## src/mipsPkg.sv

```systemverilog
// Shared widths, memory depth, opcode and ALU encodings for the pipelined MIPS core, by scoped name
package mipsPkg;

	// Data and instruction word
	typedef logic [31:0] wordT;

	// Register index
	typedef logic [4:0] regAddrT;

	// Word index into unified memory, byte address bits 9 to 2
	typedef logic [7:0] memAddrT;

	// Unified memory size in words
	localparam int memDepth = 256;

	// Primary opcodes, instr[31:26]
	typedef enum logic [5:0] {
		opRType = 6'h00,
		opBeq   = 6'h04,
		opAddi  = 6'h08,
		opLw    = 6'h23,
		opSw    = 6'h2b
	} opcodeT;

	// R-type function codes, instr[5:0]
	typedef enum logic [5:0] {
		fnAdd = 6'h20,
		fnSub = 6'h22,
		fnAnd = 6'h24,
		fnOr  = 6'h25,
		fnSlt = 6'h2a
	} functT;

	// Internal ALU operation select
	typedef enum logic [2:0] {
		aluAdd,
		aluSub,
		aluAnd,
		aluOr,
		aluSlt
	} aluOpT;

	// All-zero word, R-type with rd = 0, so it writes nothing visible
	localparam wordT nopWord = 32'h0000_0000;

endpackage

```

## src/memArbiter.sv

```systemverilog
// Fixed-priority arbiter that steers debug, data or fetch onto the single port of the unified memory
`timescale 1ns/1ps

module memArbiter (
	input  logic             dbgValid,
	input  logic             dbgWrite,
	input  mipsPkg::memAddrT dbgAddr,
	input  mipsPkg::wordT    dbgWdata,
	input  logic             dataReq,
	input  logic             dataWrite,
	input  mipsPkg::memAddrT dataAddr,
	input  mipsPkg::wordT    dataWdata,
	input  logic             fetchReq,
	input  mipsPkg::memAddrT fetchAddr,
	output logic             fetchGrant,
	output mipsPkg::memAddrT memAddr,
	output logic             memWe,
	output mipsPkg::wordT    memWdata
);

	// Fetch wins only when both others are idle
	assign fetchGrant = fetchReq && !dbgValid && !dataReq;

	always_comb begin
		if (dbgValid) begin
			memAddr  = dbgAddr;
			memWe    = dbgWrite;
			memWdata = dbgWdata;
		end else if (dataReq) begin
			memAddr  = dataAddr;
			memWe    = dataWrite;
			memWdata = dataWdata;
		end else begin
			// Fetch is read only
			memAddr  = fetchAddr;
			memWe    = 1'b0;
			memWdata = dataWdata;
		end
	end

endmodule

```

## config.mk

```make
export PLATFORM = sky130hd
export DESIGN_NAME = memArbiter
export DESIGN_NICKNAME = d
export VERILOG_FILES = /design/src/mipsPkg.sv /design/src/memArbiter.sv
export SDC_FILE = /design/constraint.sdc
export NUM_CORES = 1
export LEC_CHECK = 0
export ABC_AREA = 0
export BUFFER_PORTS_ARGS = -buffer_cell sky130_fd_sc_hd__clkbuf_2
export CAP_MARGIN = 20
export CORE_AREA = 2 2 53 55
export DETAILED_ROUTE_END_ITERATION = 8
export DIE_AREA = 0 0 55 57
export PLACE_DENSITY = 0.89
export SLEW_MARGIN = 10
export SYNTH_ARGS = -nofsm -noshare
export SYNTH_HDL_FRONTEND = slang
export SYNTH_SLANG_ARGS = --single-unit
export TNS_END_PERCENT = 100
```

## constraint.sdc

```tcl
create_clock -name vclk -period 1.95
set_clock_uncertainty 0.1 [all_clocks]
set_input_delay 0.39 -clock vclk [all_inputs]
set_output_delay 0.39 -clock vclk [all_outputs]
set_load 0.01 [all_outputs]
```

**After elaboration in Yosys (flattened, before gate mapping)**

Cells that the tools add are included.

- Muxes and demuxes: 5
- Reduce and logical (&&, ||, !) cells: 4

Operator list:

| kind | count |
|---|---|
| 32-bit 2-to-1 mux | 1 |
| 8-bit 2-to-1 mux | 2 |
| 1-bit logical AND | 2 |
| 1-bit logical NOT | 2 |
| 1-bit 2-to-1 mux | 2 |

- Flip-flop bits (word level): 0
- Bits of input ports: 93

**Longest topological paths before layout**

- Depth in word-level cells: 3
- Depth in mapped cells: 4

**Worst setup path before layout**

OpenSTA, ideal clock, no wires.

- Path kind: input to output
- Start: in dbgValid
- End: out fetchGrant
- Arrival: 1.001 ns
- Data required time: 1.460 ns
- Path slack: 0.459 ns
- Cell stages on the path: 3
- Cells stage by stage: buf_6 buf_2 nor3b_1

- Longest elaborated chain between the ends: 3

RTL lines:

| item | line | RTL |
|---|---|---|
| start: declaration | memArbiter.sv:5 | `input logic dbgValid,` |
| 1-bit logical NOT | memArbiter.sv:22 | `assign fetchGrant = fetchReq && !dbgValid && !dataReq;` |
| 1-bit logical AND (2 in series) | memArbiter.sv:22 |  |
| end: declaration | memArbiter.sv:15 | `output logic fetchGrant,` |

Every way passes these cells.

**Worst setup path in the final report**

- Start: in dbgValid
- End: out memWdata[29]

- Longest elaborated chain between the ends: 1

RTL lines:

| item | line | RTL |
|---|---|---|
| 32-bit 2-to-1 mux | memArbiter.sv:25 | `if (dbgValid) begin` |
| end: declaration | memArbiter.sv:18 | `output mipsPkg::wordT memWdata` |

Every way passes these cells.

==> results_dict.tcl <==
set metrics [dict create \
    status "complete, no violations" \
    drt-met1-wl_um 774 \
    holdWs_ps 975 \
    sw_frac_of_total 0.401 \
    post-route-min-period_ps 1740 \
    synthDominantCellAreaShare 0.627 \
    die_h_um 57 \
    portBuffers 135 \
    worstPathArrival_ps 1250 \
    placed_area_um2 1390 \
    post-cts-setup-buffers 0 \
    path_buf_inv 3 \
    hold_buffers 0 \
    p_switching_uw 136 \
    dp_hpwl_um 2590 \
    dieArea_um2 3140 \
    setup_tns_ps 0 \
    critical_path.slowest_cell "mux2_4" \
    path_max_fanout 24 \
    nClkBuffers 0 \
    met3_length_um 374 \
    max_cap_violations 0 \
    fillCellCount 261 \
    maxSlewViolCount 0 \
    instances_no_fill 228 \
    synthDistinctLibCells 10 \
    dp_cells 228 \
    stdcell_area_um2 1390 \
    globalRouteTotalUtil 0.160 \
    hold_class "in2out" \
    grt_pass1_vias 955 \
    fin_ws_ps 212 \
    drive_gt1_frac 0.858 \
    diodes 0 \
    comb_power_share 1.000 \
    end_kind "primary output" \
    p_per_area_nw_per_um2 245 \
    max_stage_delay_ps 330 \
    synth_area_um2 742 \
    hold_viol 0 \
    antenna_found_initial 0 \
    setup_viol 0 \
    row_count 19 \
    cp-start-kind "input port" \
    post-route-util 0.531 \
    route.met2.wl_um 1590 \
    finalCritPeriodShare 0.891 \
    wirelength_um 2740 \
    core_area_um2 2620 \
    vias 1032 \
    antenna_left 0 \
    gp_congestion 0.705 \
    area.growth.synth_to_final_pct 87.2 \
    relSlewSlack 0.808 \
    worstPathRequired_ps 1460 \
    finalPower_uw 340 \
    multi_input_area_um2 647 \
    drt_pass1_iterations 2 \
    internal_power_uw 204 \
    synth_seq_area_share 0 \
    seq_cells 0 \
    power.leakage_nw 0.917 \
    vias_per_cell 4.53 \
    clkPwrFrac 0 \
    grt_max_degree 27 \
    ios 135 \
    pre_cts_slack_ps 210 \
    fp.dieW_um 55 \
    synth_top_cell_by_area "mux2_4" \
    top_layer "met3" \
    grt_first_pass_wirelength_um 3910 \
    rsz0062_at_grt "no" \
    synth_most_common_cell "mux2_4" \
    path_cells "clkbuf_2 -> buf_4 -> mux2_4 -> clkbuf_2" \
    routedWlPerCell_um 12.0 \
    synth_nets 160 \
    num-nets-final 292 \
    synthCells 67 \
    ys_top_cells_by_count "mux2_4, nand2_1, o21ai_0, mux2i_1, buf_12" \
    fmax_ghz 0.575 \
    cts_resized 0 \
    regArea_um2 0 \
    cp_top_family "buffers and inverters" \
    overflow 0 \
    crit_top_cell "clkbuf_2" \
    ir_drop_mv 0.169 \
    drt_iter0_markers 1 \
    tightest_slew_ps 288 \
    path_class "in2out" \
    yosysWarnings 0 \
    drc 0 \
    seqPwrFrac 0 \
    start_util 0.284 \
    syn_area_per_cell_um2 11.1 \
    synthTopCellsByArea "mux2_4, mux2i_1, buf_12, o21ai_0, nand2_1" \
]
-- power by group through the flow --
stage	registers, mW	logic, mW	clock network (mW)
floorplan	0	0.190	0
global placement	0	0.334	0
detailed placement	0	0.344	0
CTS	0	0.345	0
global route	0	0.372	0
finish	0	0.340	0
-- cells in the final DEF, fill, tap and decap left out --
| cell type | synthesis | layout |
|---|---|---|
| nor3b_1 | 1 | 1 |
| nand2_1 | 10 | 10 |
| buf_12 | 3 | 1 |
| mux2_2 | 1 | 1 |
| buf_4 | 1 | 1 |
| mux2_4 | 31 | 31 |
| o21ai_0 | 9 | 9 |
| clkbuf_2 | 0 | 135 |
| mux2i_1 | 8 | 8 |
-- routing by layer --
layer / vias to the layer above / track usage
met3: 0 / 0.0105
met5: - / 0
li1: 505 / -
met1: 460 / 0.149
met2: 67 / 0.362
met4: 0 / 0
-- worst paths after layout --
kind,start,to,cells past startpoint
worst max-delay path,dbgValid,memWdata[29],4
worst min-delay path,dbgAddr[5],memAddr[5],4
-- final cells by class --
cell class	instances	share of cell area
tap	31	0.0279
multi-input combinational	60	0.466
timing repair buffer	137	0.506
-- worst min-delay path: cells and delay by family --
| kind | cells | cell delay [ps] |
|---|---|---|
| compound gates | 1 | 60 |
| buf+inv | 2 | 200 |
| simple gates | 1 | 30 |
-- kinds of logic (layout without fill, tap and decap cells) --
| group | Yosys count | after routing | share of synthesized area |
|---|---|---|---|
| AND/OR/NAND/NOR | 11 | 11 | 0.0607 |
| AO/OA/AOI/OAI | 9 | 9 | 0.0607 |
| buffers and inverters | 7 | 137 | 0.128 |
| multiplexers | 40 | 40 | 0.750 |
No activity file was read; power rests on OpenSTA's default activity.
