==> src/mipsPkg.sv <==
// Shared widths, memory depth, opcode and ALU encodings for the pipelined MIPS core, by scoped name
package mipsPkg;

	// Data and instruction word
	typedef logic [31:0] wordT;

	// Register index
	typedef logic [4:0] regAddrT;

	// Word index into unified memory, byte address bits 9 to 2
	typedef logic [7:0] memAddrT;

	// Unified memory size in words
	localparam int memDepth = 256;

	// Primary opcodes, instr[31:26]
	typedef enum logic [5:0] {
		opRType = 6'h00,
		opBeq   = 6'h04,
		opAddi  = 6'h08,
		opLw    = 6'h23,
		opSw    = 6'h2b
	} opcodeT;

	// R-type function codes, instr[5:0]
	typedef enum logic [5:0] {
		fnAdd = 6'h20,
		fnSub = 6'h22,
		fnAnd = 6'h24,
		fnOr  = 6'h25,
		fnSlt = 6'h2a
	} functT;

	// Internal ALU operation select
	typedef enum logic [2:0] {
		aluAdd,
		aluSub,
		aluAnd,
		aluOr,
		aluSlt
	} aluOpT;

	// All-zero word, R-type with rd = 0, so it writes nothing visible
	localparam wordT nopWord = 32'h0000_0000;

endpackage

==> src/mipsDecoder.sv <==
// Decode-stage control decoder, turns the fetched word into pipeline controls and a sign-extended immediate
`timescale 1ns/1ps

module mipsDecoder (
	input  mipsPkg::wordT instr,
	output logic         regWrite,
	output logic         memRead,
	output logic         memWrite,
	output logic         memToReg,
	output logic         aluSrcImm,
	output logic         regDstRd,
	output logic         branch,
	output mipsPkg::wordT immExt
);

	mipsPkg::opcodeT opcode;

	assign opcode = mipsPkg::opcodeT'(instr[31:26]);

	// 16-bit immediate, sign extended for ADDI, LW, SW and BEQ offset
	assign immExt = {{16{instr[15]}}, instr[15:0]};

	always_comb begin
		// Inactive unless the opcode is known
		regWrite  = 1'b0;
		memRead   = 1'b0;
		memWrite  = 1'b0;
		memToReg  = 1'b0;
		aluSrcImm = 1'b0;
		regDstRd  = 1'b0;
		branch    = 1'b0;
		case (opcode)
			mipsPkg::opRType: begin
				// rd destination, both operands from registers
				regWrite = 1'b1;
				regDstRd = 1'b1;
			end
			mipsPkg::opAddi: begin
				regWrite  = 1'b1;
				aluSrcImm = 1'b1;
			end
			mipsPkg::opLw: begin
				// Address = rs + imm, result from memory into rt
				regWrite  = 1'b1;
				memRead   = 1'b1;
				memToReg  = 1'b1;
				aluSrcImm = 1'b1;
			end
			mipsPkg::opSw: begin
				// rt carries the store data
				memWrite  = 1'b1;
				aluSrcImm = 1'b1;
			end
			mipsPkg::opBeq: begin
				// Resolved in decode, nothing flows past
				branch = 1'b1;
			end
			default: begin
				// Unknown opcode behaves as a no-op
				regWrite = 1'b0;
			end
		endcase
	end

endmodule

==> config.mk <==
export PLATFORM = sky130hd
export DESIGN_NAME = mipsDecoder
export DESIGN_NICKNAME = d
export VERILOG_FILES = /design/src/mipsPkg.sv /design/src/mipsDecoder.sv
export SDC_FILE = /design/constraint.sdc
export NUM_CORES = 1
export LEC_CHECK = 0
export ABC_CLOCK_PERIOD_IN_PS = 2000
export BUFFER_PORTS_ARGS = -buffer_cell sky130_fd_sc_hd__buf_4
export CELL_PAD_IN_SITES_DETAIL_PLACEMENT = 1
export CELL_PAD_IN_SITES_GLOBAL_PLACEMENT = 1
export CORE_MARGIN = 4
export CORE_UTILIZATION = 14
export DETAILED_ROUTE_END_ITERATION = 8
export PLACE_DENSITY_LB_ADDON = 0.05
export SKIP_LAST_GASP = 1
export SLEW_MARGIN = 20
export SYNTH_ARGS = -nofsm -noshare
export SYNTH_HDL_FRONTEND = slang
export SYNTH_SLANG_ARGS = --single-unit
==> constraint.sdc <==
create_clock -name vclk -period 2
set_clock_uncertainty 0.2 [all_clocks]
set_input_delay 0.1 -clock vclk [all_inputs]
set_output_delay 0.1 -clock vclk [all_outputs]
set_load 0.005 [all_outputs]
Word-level counts from Yosys, hierarchy flattened:

Cells that the tools add are included.
W data, S select, Z words.

* output and inout bits: 39
* input port bits: 32
* word-level logic and storage cells: 13
* bits in registers: 0

* reductions and logical operators: 3
* mux-type cells: 6
* equal/unequal tests: 4

Operators with widths (number)
* $eq A6 B6 Y1 const B: 2
* $eq A6 B3 Y1 const B: 1
* $eq A6 B4 Y1 const B: 1
* $logic_not A6 Y1: 1
* $mux W1: 6
* $reduce_or A3 Y1: 2

Longest topological paths before layout:

* depth after elaboration: 3
* mapped depth: 3
* depth with buffers taken out: 2

Least setup slack after synthesis:

Ideal clock, no wire load.

* path kind: in2out
* from: input instr[27]
* to: output aluSrcImm
* buffers on the path: 0
* stages: 2
* arrival: 0.866 ns
* setup slack: 0.834 ns
* required time: 1.700 ns
* cell sequence: or4b_1 a211oi_2

* longest elaborated chain between the ends: 3
* elaborated cells between the ends (all ways): 5
* those cells by class: 3 x eq/ne; 1 x mux; 1 x reduce/logical

RTL lines
* from (decl): line mipsDecoder.sv:5 `input mipsPkg::wordT instr,`
* $eq A6 B6 Y1 / $eq A6 B4 Y1 (equally long branches): line mipsDecoder.sv:32 `case (opcode)`
* $reduce_or A3 Y1 (no source line) *
* $mux W1 *: line mipsDecoder.sv:32
* to (decl): line mipsDecoder.sv:10 `output logic aluSrcImm,`

Every way passes the cells marked *; elsewhere a longest branch is shown, timed or not.

Final worst setup path:

Same ends and word-level chain as after synthesis.

==> impl_results.md <==
* Status: complete, no violations
* Part of the power in registers at 0
* Layout cells sized above 1 at 0.609
* Synthesized instance count at 43
* Die area at 3130 µm²
* Library cells used by synthesis at 8
* Non-filler cells, final at 51
* Cell Area, Synth at 322 µm²
* Die W at 55.9 µm
* Number of global-route vias before repair at 213
* CP endpoint kind: primary output
* Static Leak at 0.0782 nW
* Worst slew pin tran at 0.258 ns
* Final slew viol count at 0
* CTS Hold Bufs at 0
* RePlAce Congestion at 0.582
* DRT iter0 DRCs at 3
* Initial Util at 0.147
* Syn Area/Cell at 7.48 µm²
* First-pass GRT wire length at 959 µm
* Sequential cell area fraction in the yosys report at 0
* PD cells at 112 nW/µm²
* Tmin final at 1.40 ns
* Switch Pwr at 0.0102 mW
* Post_cts resized at 0
* Switching share of power at 0.440
* Nets@finish at 57
* Number of sequential cells at 0
* Final Hold Vio Count at 0
* Power Internal at 0.0130 mW
* Total wire length at 656 µm
* P&R area growth vs syn at -35.8%
* Maxcap violations at 0
* Core Area at 2190 µm²
* Overall global routing resource usage at 0.0357
* Routed WL per cell at 12.9 µm
* Hold Path Depth at 0
* Setup TNS at 0 ns
* Post-CTS Setup Repair Bufs at 0
* Final period utilization at 0.701
* Pin count of the biggest net entering global routing at 18
* Layout fillers at 271
* Fmax at 0.713 GHz
* Number of remaining DRC errors at 0
* Vias per cell at 3.29
* Vias after detailed routing at 168
* Antenna viol nets, final at 0
* Combinational power share at 1.000
* Yosys warns at 0
* Data arrival, critical path at 1.10 ns
* Critical setup path kind: input port to primary output
* Power Total at 0.0232 mW
* Grt total ovfl at 0
* Reg area at 0 µm²
* Clock power share at 0
* Num ports at 71
* Initial antenna violation count at 0
* Port bufs at 13
* Die height at 55.9 µm
* Placed cells at 51
* Hold Path End: immExt[13]
* RSZ-0062 raised after global routing: false
* CP max FO at 3
* Number of diodes at 0
* CP required at 1.70 ns
* TritonRoute pass-1 iters at 3
* Maximum vdd ir drop at 27.6 µV
* FP Rows at 17
* Final setup vio count at 0
* Area after DPL at 206 µm²
* HP Start: instr[13]
* Design Area, Final at 206 µm²
* Syn Nets at 75
* Critical path startpoint category: input port
* # clk buffers at 0
* Normalized max-slew margin at 0.825
* Hold Crit Class: input port to primary output
-- area by class of cell --
cell class         count  area [µm²]  area share
repair buffers        13        97.6       0.473
well taps             28        35.0       0.170
multi-input cells     10        73.8       0.358
-- how the worst max path moves through the flow --
| stage | startpoint | to | slack (ns) | depth (start not counted) |
|---|---|---|---|---|
| after global placement | instr[27] | aluSrcImm | 0.58 | 4 |
| after detailed placement | instr[27] | aluSrcImm | 0.59 | 4 |
| after CTS | instr[27] | branch | 0.58 | 4 |
| after global routing | instr[27] | branch | 0.56 | 4 |
| final | instr[27] | aluSrcImm | 0.60 | 4 |
| after floorplan | instr[27] | aluSrcImm | 0.83 | 2 |
-- critical path: stages --
cell and delay [ns]:
buf_4 0.11, or4b_1 0.53, a211oi_2 0.22, buf_4 0.14
-- power by group through the flow --
stage          registers, mW  logic, mW  clock network, mW
6_report                   0     0.0232                  0
4_1_cts                    0     0.0235                  0
2_1_floorplan              0     0.0579                  0
3_5_place_dp               0     0.0235                  0
3_3_place_gp               0     0.0240                  0
5_1_grt                    0     0.0254                  0
-- kinds of logic (layout without fill, tap and decap cells) --
group                  Yosys count  in the layout  synth area share
AOI/OAI and AO/OA                2              2            0.0661
buffers and inverters           33             13             0.770
and+or+nand+nor                  8              8             0.163
-- cell usage in the layout, fill, tap and decap left out --
cell / netlist / layout
or4b_1: 1 / 1
o32ai_1: 1 / 1
nor4b_1: 2 / 2
a211oi_2: 1 / 1
buf_4: 33 / 13
or3_1: 2 / 2
nor2_1: 2 / 2
nand3_1: 1 / 1
-- synthesized netlist by cell type --
master | instances | share of area
nor4b_1 | 2 | 0.054
nor2_1 | 2 | 0.023
buf_4 | 33 | 0.77
nand3_1 | 1 | 0.016
a211oi_2 | 1 | 0.039
or4b_1 | 1 | 0.031
or3_1 | 2 | 0.039
o32ai_1 | 1 | 0.027
-- through the flow --
step	hold WS, ns	setup slack [ns]	utilization
5_1_grt	0.00000834	0.558	0.0942
6_report	0.00000224	0.598	0.0942
3_3_place_gp	0.0000381	0.575	0.0942
3_5_place_dp	0.0000381	0.593	0.0942
4_1_cts	0.0000381	0.584	0.0942
2_1_floorplan	0.0196	0.834	-
-- layer usage --
metal / global-route usage / up-vias / wire length (µm)
met5: 0 / - / 0
met4: 0.0237 / 0 / 28
met3: 0.0209 / 6 / 99
met2: 0.0608 / 19 / 319
met1: 0.0316 / 73 / 209
li1: - / 70 / -
Power figures use the tool's default switching activity.
