## src/mipsPkg.sv

```systemverilog
// Shared widths, memory depth, opcode and ALU encodings for the pipelined MIPS core, by scoped name
package mipsPkg;

	// Data and instruction word
	typedef logic [31:0] wordT;

	// Register index
	typedef logic [4:0] regAddrT;

	// Word index into unified memory, byte address bits 9 to 2
	typedef logic [7:0] memAddrT;

	// Unified memory size in words
	localparam int memDepth = 256;

	// Primary opcodes, instr[31:26]
	typedef enum logic [5:0] {
		opRType = 6'h00,
		opBeq   = 6'h04,
		opAddi  = 6'h08,
		opLw    = 6'h23,
		opSw    = 6'h2b
	} opcodeT;

	// R-type function codes, instr[5:0]
	typedef enum logic [5:0] {
		fnAdd = 6'h20,
		fnSub = 6'h22,
		fnAnd = 6'h24,
		fnOr  = 6'h25,
		fnSlt = 6'h2a
	} functT;

	// Internal ALU operation select
	typedef enum logic [2:0] {
		aluAdd,
		aluSub,
		aluAnd,
		aluOr,
		aluSlt
	} aluOpT;

	// All-zero word, R-type with rd = 0, so it writes nothing visible
	localparam wordT nopWord = 32'h0000_0000;

endpackage

```

## src/mipsRegFile.sv

```systemverilog
// Decode-stage register file, 32 x 32 with two write-through read ports and $zero hardwired
`timescale 1ns/1ps

module mipsRegFile (
	input  logic            Clk,
	input  logic            rstN,
	input  mipsPkg::regAddrT readAddrA,
	input  mipsPkg::regAddrT readAddrB,
	input  mipsPkg::regAddrT writeAddr,
	input  logic            writeEn,
	input  mipsPkg::wordT    writeData,
	output mipsPkg::wordT    readDataA,
	output mipsPkg::wordT    readDataB
);

	mipsPkg::wordT regs [32];

	// Architectural state starts at zero
	// $zero is never written
	always_ff @(posedge Clk) begin
		if (!rstN) begin
			for (int i = 0; i < 32; i++) begin
				regs[i] <= '0;
			end
		end else if (writeEn && (writeAddr != 5'd0)) begin
			regs[writeAddr] <= writeData;
		end
	end

	// Same-cycle writeback bypasses the array
	// Lets a consumer sit two slots behind its producer
	assign readDataA = (readAddrA == 5'd0) ? '0 :
		(writeEn && (writeAddr == readAddrA)) ? writeData : regs[readAddrA];
	assign readDataB = (readAddrB == 5'd0) ? '0 :
		(writeEn && (writeAddr == readAddrB)) ? writeData : regs[readAddrB];

endmodule

```

## config.mk

```make
export PLATFORM = sky130hd
export DESIGN_NAME = mipsRegFile
export DESIGN_NICKNAME = d
export VERILOG_FILES = /design/src/mipsPkg.sv /design/src/mipsRegFile.sv
export SDC_FILE = /design/constraint.sdc
export NUM_CORES = 2
export LEC_CHECK = 0
export BUFFER_PORTS_ARGS = -buffer_cell sky130_fd_sc_hd__buf_4
export CAP_MARGIN = 10
export CORE_ASPECT_RATIO = 1.2
export CORE_MARGIN = 8
export CORE_UTILIZATION = 45
export CTS_BUF_LIST = sky130_fd_sc_hd__clkbuf_4
export CTS_CLUSTER_DIAMETER = 200
export DETAILED_ROUTE_END_ITERATION = 10
export HOLD_SLACK_MARGIN = 0.1
export SYNTH_ARGS = -nofsm -noshare
export SYNTH_HDL_FRONTEND = slang
export SYNTH_SLANG_ARGS = --single-unit
```

## constraint.sdc

```tcl
create_clock -name Clk -period 4 [get_ports Clk]
set_clock_uncertainty 0.05 [all_clocks]
set_input_delay 0.4 -clock Clk [delete_from_list [all_inputs] [get_ports Clk]]
set_output_delay 0.4 -clock Clk [all_outputs]
set_load 0.05 [all_outputs]
```

* Yosys cells after proc, flatten, opt, wreduce, memory -nomap -nowiden *
Memories as Yosys holds them, arrays and structs flattened.
Index checks and enable logic that the tools add are counted.

operators by class
  equal/unequal tests = 2
  add/sub/neg operators = 0
  shift operators = 0
  divide/modulo/power cells = 0
  multiply operators = 0
  muxes and demuxes = 11
  $lt $le $gt $ge = 0
  bitwise gates (word level) = 0
  reductions and logical operators = 7

operators with widths
  kind                 number
  2-to-1 mux 32 bit    5
  OR reduction 32 bit  1
  equality test 5 bit  2
  zero test 5 bit      2
  2-to-1 mux 1 bit     5
  2-to-1 mux 5 bit     1
  nonzero test 5 bit   1
  logical AND 1 bit    3

word-level totals
  bits in latches = 0
  logic and storage cells = 21
  memory bits (read-only) = 0
  RAM bits = 1,024
  input port bits = 50
  bits in registers = 0
  memories kept = 1

memory list
  memory  words  bits a word  rd ports  clocked after memory_dff  write ports  line               source
  regs    32     32           2         0                         32           mipsRegFile.sv:16  mipsPkg::wordT regs [32];

* Depth between registers and ports, before layout *
  depth after elaboration = 7
  depth in mapped cells = 10

* Least setup slack after synthesis *
Ideal clock, no wire load.

  path kind = input -> register
  from = in writeAddr[2]
  to = mem regs[10][0] in the netlist's numbering (enable)
  buffers on the path = 2
  stages on the path = 4
  data arrival time = 3.492 ns
  slack = -0.007 ns
  cells stage by stage = buf_2 > or3b_2 > clkbuf_1 > o21ai_0

RTL lines
  element      line               source
  from (decl)  mipsRegFile.sv:9   input mipsPkg::regAddrT writeAddr,
  to (decl)    mipsRegFile.sv:16

==> key figures <==
Drt
  – Antenna violation net count after detailed routing: 0
  – Starting DRT DRC Count: 5,937
  – DRC viols: 0
  – TritonRoute pass-1 iters: 6
  – Total Routed Length: 218,000 µm
  – Vias: 38,900
  – Routed wire length per instance: 37.3 µm
  – Drt via density: 6.66

Logic synthesis
  – Post-synthesis sequential area ratio: 56.2%
  – Main synth FF type: edfxtp_1
  – Post-synth EDFFs: 1,024
  – Synth area leader: edfxtp_1
  – Post-Syn Area per Cell: 14.6 µm²
  – Yosys reg bits: 1,024
  – Mapped Area: about 0.055 mm²
  – Post-Synth XOR/XNOR Area: 0.160%
  – Simple-Gate Fraction of Synth Area: 12.4%
  – Multiplexer area fraction after synthesis: 21.2%
  – Synth warn: 0
  – Gate Count Post-Synth: between 3,000 and 4,000
  – Largest family of logic cells by synthesized area: multiplexers
  – Yosys top cell area share: 56.2%
  – Cells taking the most area after synthesis: edfxtp_1, mux4_2, and2_1
  – Adder-cell share of the synthesized area: 0%
  – Post-synth cell types: between 50 and 60
  – Post-synth ARST share: 0%
  – Synth Area in Compound Gates: 6.74%

Global route
  – Initial antenna violation count: 20
  – Total congestion overflow: 0
  – First-pass GRT wire length: between 200,000 and 300,000 µm
  – Overall Global Routing Usage: approximately a third
  – Vias in the first global route: 38,600
  – Largest net degree at the start of global routing: 61

Floorplanning
  – Die area: around 0.13 mm²
  – Top Ports: 114
  – Row count: 140
  – Core ar.: between 0.1 and 0.15 mm²
  – DIE WIDTH: 334 µm
  – Initial Util: 45.2%
  – Die height: 398 µm

STA
  – Final setup vio count: 0
  – Max frequency: 255 MHz
  – Worst-margin pin slew: 1150 ps
  – Final worst setup slack: 78.1 ps
  – Final min period: between 3000 and 4000 ps
  – RSZ-0062 raised after global routing: no
  – Final Cycle Share: 98.0%
  – Slew Viols, Final: 0
  – Setup TNS: 0 ps
  – Final Hold Vio Count: 0
  – Worst hold slack: 228 ps
  – Max-slew headroom: about a quarter

Worst setup path
  – Critical Path Fanout Max: 2
  – Critical Path RT: approximately 3600 ps
  – CP max stage delay: 470 ps
  – CP startpoint kind: flip-flop
  – Crit. End Element: output pin
  – WS Path Type: reg2out
  – Worst Setup EP: readDataB[13]
  – Crit-path cells: mux4_2, a22o_1, a2111oi_0, a21oi_1, a22o_1, buf_4
  – Worst Path Arrival: around 3500 ps
  – Critical path origin: regs[8][13]
  – CP max stage cell: mux4_2
  – Most Frequent Cell on Critical Path: a22o_1

CTS
  – CTS sink cnt: 1,024
  – Post-CTS setup buffers: 0
  – H-tree depth: 5
  – Clk slew on worst S/H paths: 70 ps
  – Root Driver: clkbuf_4
  – CTS Buf Count: between 200 and 300
  – CTS tree: yes
  – CTS Buffer Depth: 4

Finish
  – Max reg flops: 1,024
  – Final #Nets: 4,087
  – Most frequent cells in the layout: edfxtp_1, and2_1, clkbuf_4
  – Design area: about 0.063 mm²
  – Largest Register: regs
  – Largest regs: regs: 1024 flops
  – Non-filler cells, final: 5,840
  – Fraction of layout cells with a size suffix above 1: between 20 and 30%
  – Reg area: 0.0307 mm²
  – Multi-input logic area: 0.0230 mm²
  – Area Overhead vs Synth: 15.1%
  – Core Util, Final: 52.0%
  – Most common cell after layout, fill and taps aside: edfxtp_1
  – # fillers: 10,200

Pwr
  – Peak VDD IR: 0.184 mV
  – Total Power: ~26 mW
  – Pwr Density: 410 mW/mm²
  – LEAKAGE: 22.5 nW

Placed design
  – Port buffer count: 113
  – DP Area: 0.0591 mm²
  – Dpl cells: roughly 5,300
  – Hpwl dp: approximately 120,000 µm
  – Gp weighted congestion: just under 0.9
  – Pre-CTS WS: 354 ps

Job
  – Maxcap violations: 0

Min path
  – HP Class: in2reg

Run status
  – Status: completed
==> cells in the mapped netlist, types with 24 or more instances <==
library cell / number
nor2_1: 43
a22o_1: 55
a2111oi_0: 24
mux4_2: 388
a22oi_1: 133
clkbuf_1: 304
o22ai_1: 41
mux2i_1: 281
a21oi_1: 78
o221ai_1: 42
buf_2: 71
nand2_1: 36
o21ai_0: 40
and2_1: 994
edfxtp_1: 1024
==> area by class of cell <==
cell class,instances,share of cell area (%)
clock inverter,60,0.493
inverter,3,0.0179
timing repair buffer,390,6.24
clock buffer,395,4.71
multi-input combinational,2330,36.4
tap,1633,3.24
antenna,5,0.0199
sequential,1024,48.8
==> worst min-delay path by stage <==
stage                              from           end  slack [ps]  cells after the start
after floorplan           writeData[31]   regs[1][31]         550                      1
after global placement    writeData[26]   regs[6][26]         880                      2
after detailed placement  writeData[26]  regs[29][26]         890                      2
after CTS                 writeData[20]   regs[4][20]         100                      3
after global routing      writeData[31]  regs[26][31]         170                      3
final                     writeData[26]  regs[17][26]         230                      3
==> worst max-delay path, delay by kind of cell, from the launching register on <==
family                 cells  cell delay (ps)
AO/OA/AOI/OAI              4             1140
buffers and inverters      1              280
flip-flops                 1              420
multiplexers               1              470
==> cell families after synthesis <==
logic type / after synthesis
buffers and inverters: 421
multiplexers: 674
XOR/XNOR: 10
AND/OR/NAND/NOR: 1114
flip-flops: 1024
AO/OA/AOI/OAI: 500
other: 1
==> metal layers <==
| layer | track usage (%) | wire (µm) | vias up |
|---|---|---|---|
| met1 | 41.2 | 78500 | 20000 |
| li1 | - | - | 15200 |
| met3 | 9.98 | 28500 | 597 |
| met5 | 0.367 | 91 | - |
| met2 | 49.8 | 99900 | 3076 |
| met4 | 14.6 | 10800 | 6 |
==> where the power goes <==
group / total, mW / internal, mW / switching [mW]
combinational: 3.94 / 1.48 / 2.46
sequential: 12.7 / 12.4 / 0.304
clock: 9.20 / 4.71 / 4.49
==> repair_timing <==
action | 4_1_cts | 5_1_grt
endpoints found under the hold margin | 998 | 0
gates resized for setup | 7 | 5
cloned | 0 | 0
setup endpoints to repair | 6 | 5
hold buffers | 61 | 0
pin swaps | 0 | 0
(Power assumes the default switching activity.)
