==> src/mipsPkg.sv <==
// Shared widths, memory depth, opcode and ALU encodings for the pipelined MIPS core, by scoped name
package mipsPkg;

	// Data and instruction word
	typedef logic [31:0] wordT;

	// Register index
	typedef logic [4:0] regAddrT;

	// Word index into unified memory, byte address bits 9 to 2
	typedef logic [7:0] memAddrT;

	// Unified memory size in words
	localparam int memDepth = 256;

	// Primary opcodes, instr[31:26]
	typedef enum logic [5:0] {
		opRType = 6'h00,
		opBeq   = 6'h04,
		opAddi  = 6'h08,
		opLw    = 6'h23,
		opSw    = 6'h2b
	} opcodeT;

	// R-type function codes, instr[5:0]
	typedef enum logic [5:0] {
		fnAdd = 6'h20,
		fnSub = 6'h22,
		fnAnd = 6'h24,
		fnOr  = 6'h25,
		fnSlt = 6'h2a
	} functT;

	// Internal ALU operation select
	typedef enum logic [2:0] {
		aluAdd,
		aluSub,
		aluAnd,
		aluOr,
		aluSlt
	} aluOpT;

	// All-zero word, R-type with rd = 0, so it writes nothing visible
	localparam wordT nopWord = 32'h0000_0000;

endpackage

==> src/mipsFetch.sv <==
// Fetch stage with PC, next-PC select, branch flush and a bubble whenever the memory is not granted
`timescale 1ns/1ps

module mipsFetch (
	input  logic             Clk,
	input  logic             rstN,
	input  logic             run,
	input  logic             branchTaken,
	input  mipsPkg::wordT    branchTarget,
	input  logic             fetchGrant,
	input  mipsPkg::wordT    memRdata,
	output logic             fetchReq,
	output mipsPkg::memAddrT fetchAddr,
	output mipsPkg::wordT    instrId,
	output mipsPkg::wordT    pcPlus4Id
);

	mipsPkg::wordT pc;
	mipsPkg::wordT pcPlus4;
	logic          fetchOk;

	// Ask for the memory every cycle while running
	assign fetchReq  = run;
	assign fetchAddr = pc[9:2];
	assign pcPlus4   = pc + 32'd4;
	assign fetchOk   = fetchReq && fetchGrant;

	always_ff @(posedge Clk) begin
		if (!rstN) begin
			pc      <= '0;
			instrId <= mipsPkg::nopWord;
		end else begin
			// Branch redirect wins even on a denied cycle
			if (branchTaken) begin
				pc <= branchTarget;
			end else if (fetchOk) begin
				pc <= pcPlus4;
			end
			// Squash the slot behind a taken branch
			// Bubble when denied or stopped
			if (fetchOk && !branchTaken) begin
				instrId <= memRdata;
			end else begin
				instrId <= mipsPkg::nopWord;
			end
		end
	end

	// Only read with a real BEQ in decode
	always_ff @(posedge Clk) begin
		pcPlus4Id <= pcPlus4;
	end

endmodule

==> config.mk <==
export PLATFORM = sky130hd
export DESIGN_NAME = mipsFetch
export DESIGN_NICKNAME = d
export VERILOG_FILES = /design/src/mipsPkg.sv /design/src/mipsFetch.sv
export SDC_FILE = /design/constraint.sdc
export NUM_CORES = 1
export LEC_CHECK = 0
export BUFFER_PORTS_ARGS = -buffer_cell sky130_fd_sc_hd__buf_2
export CAP_MARGIN = 20
export CORE_MARGIN = 5
export CORE_UTILIZATION = 53
export CTS_CLUSTER_SIZE = 12
export DETAILED_ROUTE_END_ITERATION = 6
export PLACE_DENSITY = 0.85
export SYNTH_ARGS = -nofsm -noshare
export SYNTH_HDL_FRONTEND = slang
export SYNTH_SLANG_ARGS = --single-unit
==> constraint.sdc <==
create_clock -name Clk -period 4.8 [get_ports Clk]
set_clock_uncertainty 0.1 [all_clocks]
set_input_delay 0.48 -clock Clk [delete_from_list [all_inputs] [get_ports Clk]]
set_output_delay 0.48 -clock Clk [all_outputs]
set_load 0.05 [all_outputs]
# [Word-level counts from Yosys, hierarchy flattened]
# Index checks and enable logic that the tools add are counted.
[totals] regBits=96 output_inout_bits=73
[classes] addsub=1 muxes=2 n_reduce_logical=5
[ops] op="32-bit 2-to-1 mux" count=2
[ops] op="32-bit by 3-bit adder with 32-bit output, second input constant" count=1
[ops] op="1-bit logical AND" count=2
[ops] op="2-bit AND reduction" count=1
[ops] op="2-bit nonzero test" count=1
[ops] op="1-bit zero test" count=1

# [Logic depth before layout (Yosys ltp)]
# Gate-level depths: netlist (run 1).
[depth] word_depth=3 mapped_depth=7

# [Worst setup path after synthesis (run 1)]
# Ideal clock, no wire load.
[synth_timing] path_type="register -> register" start="register pc[21]" end="register pc[25]" setup_time_ps=122 t_arrival_ps=1750 slack_ps=2828 path_stages_with_launch=6 synth_period_minus_slack_ps=1972 path_cell_list="dfxtp_1 clkbuf_1 nand3_1 or4_4 or3_4 a221o_1"
[synth_via] elab_chain_len=3
[synth_lines] element="start, declared" line="mipsFetch.sv:18" text="mipsPkg::wordT pc;"
[synth_lines] element="start signal, assigned" line="mipsFetch.sv:35" text="pc <= branchTarget;"
[synth_lines] element="start signal, assigned" line="mipsFetch.sv:37" text="pc <= pcPlus4;"
[synth_lines] element="32-bit by 3-bit adder with 32-bit output" line="mipsFetch.sv:25" text="assign pcPlus4 = pc + 32'd4;"
[synth_lines] element="32-bit 2-to-1 mux" line="mipsFetch.sv:36" text="end else if (fetchOk) begin"
[synth_lines] element="32-bit 2-to-1 mux" line="mipsFetch.sv:34" text="if (branchTaken) begin"
# Every way passes these cells. The select of a mux whose other input is x is not followed.
# A chain may end at the register's enable or synchronous reset.

# [Worst setup path in the final report (run 1)]
[layout_timing] start="register pc[4]" end="register pc[29]"
# The elaborated chain is that of the path after synthesis.

==> results of run 1 <==
-- logic make-up (layout without fill, tap and decap cells) --
group,count (synthesis),in the layout
xor+xnor,37,37
mux,3,3
buf+inv,46,165
flops,96,96
simple gates,168,168
compound gates,69,69
fa+ha+maj,1,1
-- cells in the final DEF, fill, tap and decap left out, types with 3 or more instances in the layout --
cell type  synthesis  layout
buf_2              6     141
dfxtp_1           96      96
and2_1            38      38
nand2_1           33      33
o21ai_0           27      27
xnor2_1           24      24
nor2_1            19      19
nand3_1           19      19
xor2_1            13      13
nand4_1           12      12
a31oi_1           10      10
a21oi_1           10      10
and3_1             9       9
clkbuf_8           0       9
nor4_1             6       6
a221o_1            5       5
or4_1              5       5
o31ai_1            5       5
and4_1             4       4
inv_1              4       4
nand2b_1           4       4
a311oi_1           4       4
or3_1              4       4
mux2i_1            3       3
-- final timing paths --
check	endpoint
worst max-delay path	pc[29]$_SDFFE_PN0N_
worst min register to register	pcPlus4Id[0]$_DFF_P_
worst max register to register	pc[29]$_SDFFE_PN0N_
worst min-delay path	instrId[18]$_SDFF_PN0_
-- power by group through the flow --
stage	clock network, mW	logic [mW]	registers (mW)
floorplan	0	0.101	0.960
global placement	0	0.229	0.891
detailed placement	0	0.232	0.893
CTS	0.513	0.233	0.875
global route	0.554	0.249	0.882
finish	0.504	0.233	0.876
-- critical path: cells and delay by family (launching register included) --
| kind | cells | cell delay (ps) |
|---|---|---|
| AOI/OAI and AO/OA | 1 | 360 |
| DFF | 1 | 510 |
| and+or+nand+nor | 3 | 1200 |
-- registers in the layout, indices dropped and copies added (netlist names) --
name,count
pc,32
pcPlus4Id,32
instrId,32
-- layout make-up --
cell class                 instances  area, um2  area share (%)
clock buffer                       9        124            2.60
clock inverter                     7       61.3            1.29
inverter                           6       23.8           0.499
multi-input combinational        278       1790            37.4
sequential                        96       1920            40.3
tap                               99        124            2.60
timing repair buffer             143        728            15.3
-- stage by stage --
stage          cell area [um2]  util (%)  instances
2_1_floorplan             3920         -        420
3_3_place_gp              4570      63.3        621
3_5_place_dp              4570      63.3        621
4_1_cts                   4750      65.9        637
5_1_grt                   4770      66.1        638
6_report                  4770      66.1        638
-- layer usage --
layer  up-vias  global-route usage, %  routed length [um]
li1       1689                      -                   -
met1      1597                   26.7                3830
met2       141                   36.2                5200
met3        14                   3.83                 762
met4         0                   8.89                 138
met5         -                      0                   0
==> out/metrics.yaml, run 1 <==
clk_pin_slew_ps: 100
outcome: "finished, final reports clean"
fillerInstances: 625
route.detailed.drc: 0
hold_path_class: "in2reg"
postCtsSetupBuffers: 0
synth_top_area_cell: "dfxtp_1"
yosysMostFrequentCell: "dfxtp_1"
antenna_found_initial: 0
rrSetupSlack_ps: 2540
p_per_area_nw_per_um2: 338
worst_hold_slack_ps: 197
vias: 3441
crit_path_max_incr_delay_ps: 720
r2r_start: "pc[4]$_SDFFE_PN0N_"
cts_resized: 0
finalWorstPathRequiredPeriod_ps: 2260
grt_pass1_wl_um: 15300
arrival_ps: 2430
netSwitchingPower_mw: 0.503
synth_compound_area_share_pct: 11.3
numClockSinks: 96
start_util_pct: 54.4
min-delay-start: "memRdata[18]"
internal-power_mw: 1.11
avgSynthCellArea_um2: 9.34
power_frac_seq_pct: 54.3
slew_viol_final: 0
synth_xor_area_share_pct: 8.26
yosysWarningCount: 0
std_cell_rows: 31
cts.htree.levels: 3
p_total_mw: 1.61
finalSetupTns_ps: 0
critical_path.endpoint_type: "register"
tritoncts: "done"
grt_pass1_vias: 3240
clk_latency_ps: 370
wire_per_inst_um: 15.6
peakVddDrop_v: 0.000204
synth_top_cells_by_count: "dfxtp_1 (96), and2_1 (38), nand2_1 (33), o21ai_0 (27)"
numPortBuffers: 141
drt_iter0_markers: 288
hold_viol: 0
seq_area_frac_synth_pct: 49.0
synth_ff_type: "dfxtp_1"
ant_nets: 0
worstPathCellList: "nand4_1 -> nor4_4 -> nand2_1 -> a221o_1"
startpoint: "pc[4]$_SDFFE_PN0N_"
pre_cts_ws_ps: 2240
crit_path_max_fanout: 10
required_ps: 4970
ios: 142
cts-root-buf: "clkbuf_8"
rsz0062_at_grt: "no"
synth_top_family_by_area: "simple AND/OR/NAND/NOR gates"
cpMaxStageDelayCell: "nor4_4"
hold_depth: 2
clockBufferDepth: 2
rr_worst_depth: 4
path_class: "reg2reg"
synth_edf_count: 0
max_cap_violations: 0
gp_congestion: 0.887
avgViaCountPerCell: 5.39
netlist_area_um2: 3920
core_region_area_um2: 7210
wirelength_um: 9940
synthMuxAreaShare_pct: 0.765
grt_max_degree: 43
cts_buffers: 9
synth-adder-area-share_pct: 0.319
worstMarginPinSlew_ps: 1020
nNetsFinal: 604
p_sw_share_pct: 31.2
syn_inst: 420
clockPowerShare_pct: 31.2
period_share_pct: 47.2
track_usage_pct: 21.4
die_area_um2: 9220
fp.dieH_um: 96.0
worstSetupStartpointType: "register"
synthesis.nets: 490
yosysUniqueCellTypes: 49
leakage_nw: 2.14
cts_hold_buf: 0
synth_simple_gate_area_share_pct: 24.9
relSlewSlack_pct: 32.1
async_flop_share_pct: 0
grt_overflow_total: 0
dr.pass1.iters: 5
setup_viol: 0
hpwl_um: 7030
synth.top_cell.area_share_pct: 49.0
synth-seq-cells: 96
die_x_um: 96.0
drive_gt1_share_pct: 31.0
antennaDiodeCount: 0
area_growth_pct: 21.5
postLayoutSetupSlackWorst_ps: 2540
clock.fmax_mhz: 442
p_comb_share_pct: 14.5
ys_top_cells_by_area: "dfxtp_1 (49%), and2_1 (6.1%), xnor2_1 (5.4%)"
(Power assumes the default switching activity.)
==> run 2: changes to the inputs <==
Settings changed: CORE_UTILIZATION 53 to 44, PLACE_DENSITY 0.85 to 0.75.
Clock period 4.8 ns to 2 ns, I/O delays scaled along.
==> run 2 against run 1 <==
Against the previous run:
- combinational power rose to 3.0 times the previous value
- flip-flop and latch count is the same
- die area grew 18%
- final cell count is 13% higher
- critical path depth stayed put
- maximum frequency increased by 16%
- routed wire length grew 17%
- critical endpoint is now pc[25]$_SDFFE_PN0N_
- largest power group unchanged
==> out/metrics.yaml, run 2 (same netlist as run 1, synthesis figures left out) <==
outcome: "finished, final reports clean"
gr-usage-met2_pct: 38.0
fp.dieH_um: 104
avgViaCountPerCell: 5.21
leakage_nw: 2.45
clk_latency_ps: 370
internal-power_mw: 2.74
start_util_pct: 45.0
crit_path_max_fanout: 8
postCtsSetupBuffers: 0
setup_viol: 0
die_area_um2: 10900
p_per_area_nw_per_um2: 731
cts.htree.levels: 3
grt_max_degree: 33
layout_common_cells: "buf_2 (141), dfxtp_1 (94), dlygate4sd3_1 (40), and2_1 (38), nand2_1 (33)"
netSwitchingPower_mw: 1.23
dr.pass1.iters: 5
cts_buffers: 9
numClockSinks: 96
path_buf_inv: 0
antenna_found_initial: 1
hpwl_um: 8050
grt_overflow_total: 0
use_met1_pct: 25.3
crit_path_max_incr_delay_ps: 510
area_growth_pct: 38.3
grt_util_met3_pct: 4.78
wirelength_um: 11700
ios: 142
std_cell_rows: 34
p_sw_share_pct: 30.9
worstPathCellList: "nand4_4 -> or4_4 -> or3_4 -> a221o_1"
core_region_area_um2: 8720
clockBufferDepth: 2
required_ps: 2160
vias: 3743
min_to: "pc[10]$_SDFFE_PN0N_"
drive_gt1_share_pct: 33.1
rsz0062_at_grt: "no"
period_share_pct: 97.5
cpLargestDelayFamily: "simple AND/OR/NAND/NOR gates"
grt_busiest_layer: "met2"
path_class: "reg2reg"
grt_pass1_wl_um: 19300
p_comb_share_pct: 17.9
finalWorstPathRequiredPeriod_ps: 1950
rr_worst_depth: 4
wire_per_inst_um: 16.2
route.detailed.drc: 0
clock.fmax_mhz: 513
dpl.cell_count: 662
nNetsFinal: 675
track_usage_pct: 21.6
grt_pass1_vias: 3865
hold_viol: 0
mostFrequentLayoutCell: "buf_2"
max_cap_violations: 0
drt_iter0_markers: 369
critical_path.endpoint_type: "register"
finalSetupTns_ps: 0
arrival_ps: 2110
gp_congestion: 0.921
numPortBuffers: 141
ant_nets: 0
tritoncts: "done"
startpoint: "pc[19]$_SDFFE_PN0N_"
worstMarginPinSlew_ps: 531
worstSetupStartpointType: "register"
clk_pin_slew_ps: 100
clockPowerShare_pct: 30.0
power_frac_seq_pct: 52.1
largestRegisters: "instrId x32, pcPlus4Id x32, pc x32"
hold_depth: 3
relSlewSlack_pct: 64.5
r2r_start: "pc[19]$_SDFFE_PN0N_"
peakVddDrop_v: 0.000356
cts-root-buf: "clkbuf_8"
min-delay-start: "branchTarget[10]"
cpMaxStageDelayCell: "or4_4"
fin_cells: 719
slew_viol_final: 0
worstReg2RegEnd: "pc[25]$_SDFFE_PN0N_"
rrSetupSlack_ps: 50
hold_path_class: "in2reg"
die_x_um: 104
[run 2: worst reg2reg max path: cells and delay by family, from the launching register on]
kind | cells | cell delay, ps
DFF | 1 | 380
and+or+nand+nor | 3 | 1030
AOI/OAI and AO/OA | 1 | 330
[run 2: stage by stage]
step / cell area (um2) / util (%) / setup WS (ps) / hold slack (ps) / power, mW
finish: 5430 / 62.2 / 49.5 / 10.5 / 3.97
global route: 5430 / 62.2 / 4.08 / 3.20 / 4.15
CTS: 5410 / 62.1 / 47.7 / 1.83 / 3.98
detailed placement: 4830 / 55.4 / 55.6 / 245 / 2.75
global placement: 4830 / 55.4 / 112 / 236 / 2.74
floorplan: 3920 / - / 27.7 / 222 / 2.55
[run 2: timing repair]
item	4_1_cts	5_1_grt
hold buffers	40	0
endpoints found under the hold margin	40	0
endpoints found under the setup margin	0	6
resized for setup	0	5
[run 2: final cells by class]
| type | instances | area [um2] |
|---|---|---|
| Sequential cell | 96 | 1920 |
| Multi-Input combinational cell | 278 | 1790 |
| Timing Repair Buffer | 214 | 1370 |
| Inverter | 6 | 23.8 |
| Antenna cell | 1 | 2.50 |
| Clock inverter | 6 | 52.6 |
| Tap cell | 108 | 135 |
| Fill cell | 728 | 3290 |
| Clock buffer | 10 | 128 |
[run 2: power by group through the flow]
stage	clock (mW)	combinational [mW]	sequential [mW]
floorplan	0	0.242	2.30
global placement	0	0.634	2.11
detailed placement	0	0.642	2.11
CTS	1.21	0.704	2.07
global route	1.31	0.755	2.08
finish	1.19	0.708	2.07
[run 2: how the worst max path moves through the flow]
stage                                  to  slack [ps]  cells after the start
finish                pc[25]$_SDFFE_PN0N_          50                      4
global placement      pc[25]$_SDFFE_PN0N_         110                      4
CTS                   pc[25]$_SDFFE_PN0N_          50                      4
detailed placement    pc[25]$_SDFFE_PN0N_          60                      4
floorplan             pc[25]$_SDFFE_PN0N_          30                      5
global route        pcPlus4Id[30]$_DFF_P_           4                      5
[run 2: per-layer routing]
layer,vias to the layer above,share of wire [%]
li1,1834,-
met5,-,0
met2,150,52
met3,28,6.1
met1,1731,39
met4,0,2.9
==> run 3: changes to the inputs <==
Settings changed: BUFFER_PORTS_ARGS -buffer_cell sky130_fd_sc_hd__buf_2 to unset, CORE_UTILIZATION 44 to 55, DONT_BUFFER_PORTS set to 1, GPL_ROUTABILITY_DRIVEN set to 1, PLACE_DENSITY 0.75 to 0.73.
==> run 3 against run 2 <==
Against the previous run:
- clock power increased by 5%
- routed wire length decreased by 10%
- register-to-register slack gained 20 ps
- flip-flop and latch count unchanged
- critical endpoint unchanged
- hold slack lost 2.7 ps
- sequential share of layout area increased by 3.0 points
- maximum frequency increased by 1.1%
- first-iteration DRC count shrank 44%
- via count decreased by 11%
- critical path depth is the same
==> out/metrics.yaml, run 3 (same netlist as run 1, synthesis figures left out) <==
setup_viol: 0
worstReg2RegEnd: "pc[25]$_SDFFE_PN0N_"
clk_pin_slew_ps: 100
rr_worst_depth: 4
peakVddDrop_v: 0.000464
worstSetupStartpointType: "register"
rrSetupSlack_ps: 70
tritoncts: "done"
max_cap_violations: 0
grt_max_degree: 33
antennaDiodeCount: 0
worstMarginPinSlew_ps: 915
worstSetupEndpoint: "pc[25]$_SDFFE_PN0N_"
grt_overflow_total: 0
wirelength_um: 10400
min-delay-start: "branchTaken"
nNetsFinal: 560
final_cell_area_um2: 5000
hold_viol: 0
wire_per_inst_um: 17.7
clock.fmax_mhz: 518
crit_path_max_fanout: 8
vias: 3329
wl_met2_um: 5060
dr.pass1.iters: 4
std_cell_rows: 30
start_util_pct: 57.1
p_per_area_nw_per_um2: 788
p_sw_share_pct: 31.2
clockBufferDepth: 2
route.detailed.drc: 0
worst_hold_slack_ps: 7.81
drive_gt1_share_pct: 12.9
path_class: "reg2reg"
drt_iter0_markers: 208
fp.dieH_um: 94.5
outcome: "finished, final reports clean"
wl_met3_um: 799
layout_common_cells: "dfxtp_1 (94), dlygate4sd3_1 (63), and2_1 (38), buf_4 (34), nand2_1 (33)"
antenna_found_initial: 0
clockPowerShare_pct: 31.7
dpl-instance-area_um2: 4140
internal-power_mw: 2.71
ant_nets: 0
required_ps: 2160
avgViaCountPerCell: 5.63
hold_path_class: "in2reg"
arrival_ps: 2090
largestRegisters: "instrId x32, pcPlus4Id x32, pc x32"
routed.top_layer: "met4"
grt_pass1_vias: 3296
area_growth_pct: 27.4
numClockSinks: 96
cts_buffers: 9
fin_cells: 591
die_area_um2: 8920
wl_met1_um: 4240
mostFrequentLayoutCell: "dfxtp_1"
hpwl_um: 6860
numPortBuffers: 0
power_frac_seq_pct: 57.8
leakage_nw: 1.96
cts-root-buf: "clkbuf_8"
die_x_um: 94.5
netSwitchingPower_mw: 1.23
slew_viol_final: 0
period_share_pct: 96.5
p_comb_share_pct: 10.5
critical_path.endpoint_type: "register"
relSlewSlack_pct: 38.8
dpl.cell_count: 511
gp_congestion: 0.901
startpoint: "pc[18]$_SDFFE_PN0N_"
finalWorstPathRequiredPeriod_ps: 1930
p_total_mw: 3.94
track_usage_pct: 23.7
grt_pass1_wl_um: 16400
ios: 142
core_region_area_um2: 6870
r2r_start: "pc[18]$_SDFFE_PN0N_"
cts.htree.levels: 3
clk_latency_ps: 370
==> run 3: cell count changes in the layout (fill, tap and decap cells not counted), sizes merged <==
cell | previous run | this run
diode | 1 | 0
clkinv | 3 | 5
clkbuf | 10 | 9
dlygate4sd3 | 40 | 63
buf | 174 | 36
clkinvlp | 3 | 2
==> run 3: power by group through the flow <==
stage                     registers [mW]  logic (mW)  clock network, mW
after global routing                2.29       0.447               1.36
after global placement              2.31       0.291                  0
after detailed placement            2.32       0.298                  0
after floorplan                     2.30       0.242                  0
after CTS                           2.27       0.408               1.27
final                               2.27       0.413               1.25
==> run 3: per-layer routing <==
layer / GRT usage [%] / vias up
met5: 0 / -
met4: 12.4 / 0
met3: 4.86 / 31
met2: 38.8 / 150
met1: 29.2 / 1561
li1: - / 1587
==> run 3: timing repair <==
action                                  in CTS  in global routing
hold endpoints to repair                    64                  0
hold buffers                                63                  0
buffers inserted                             0                  1
resized for setup                            0                  5
endpoints found under the setup margin       0                  4
==> run 3: per-stage QoR <==
stage | setup WS (ps) | utilization, % | setup TNS, ps
6_report | 69.8 | 72.8 | 0
5_1_grt | -39.2 | 72.8 | -100
4_1_cts | 63.4 | 72.4 | 0
3_5_place_dp | 83.2 | 60.3 | 0
3_3_place_gp | 119 | 60.3 | 0
2_1_floorplan | 27.7 | - | 0
==> run 3: worst max-delay path, stage by stage, from the launching register on <==
cell and delay (ps):
dfxtp_1 390, nand4_4 160, or4_4 510, or3_4 350, a221o_1 320
==> run 3: worst min path at each step <==
stage	endpoint	slack, ps	cells past startpoint
after global routing	pc[25]$_SDFFE_PN0N_	20	2
after detailed placement	instrId[31]$_SDFF_PN0_	220	1
after floorplan	instrId[0]$_SDFF_PN0_	220	1
after global placement	instrId[4]$_SDFF_PN0_	220	1
final	pc[30]$_SDFFE_PN0N_	8	3
after CTS	pc[4]$_SDFFE_PN0N_	0.2	2
==> run 3: cell type report <==
| cell class | instances | area, um2 |
|---|---|---|
| Inverter | 6 | 23.8 |
| Fill cell | 510 | 1870 |
| Tap cell | 96 | 120 |
| Sequential cell | 96 | 1920 |
| Multi-Input combinational cell | 278 | 1800 |
| Clock buffer | 9 | 124 |
| Clock inverter | 7 | 77.6 |
| Timing Repair Buffer | 99 | 926 |
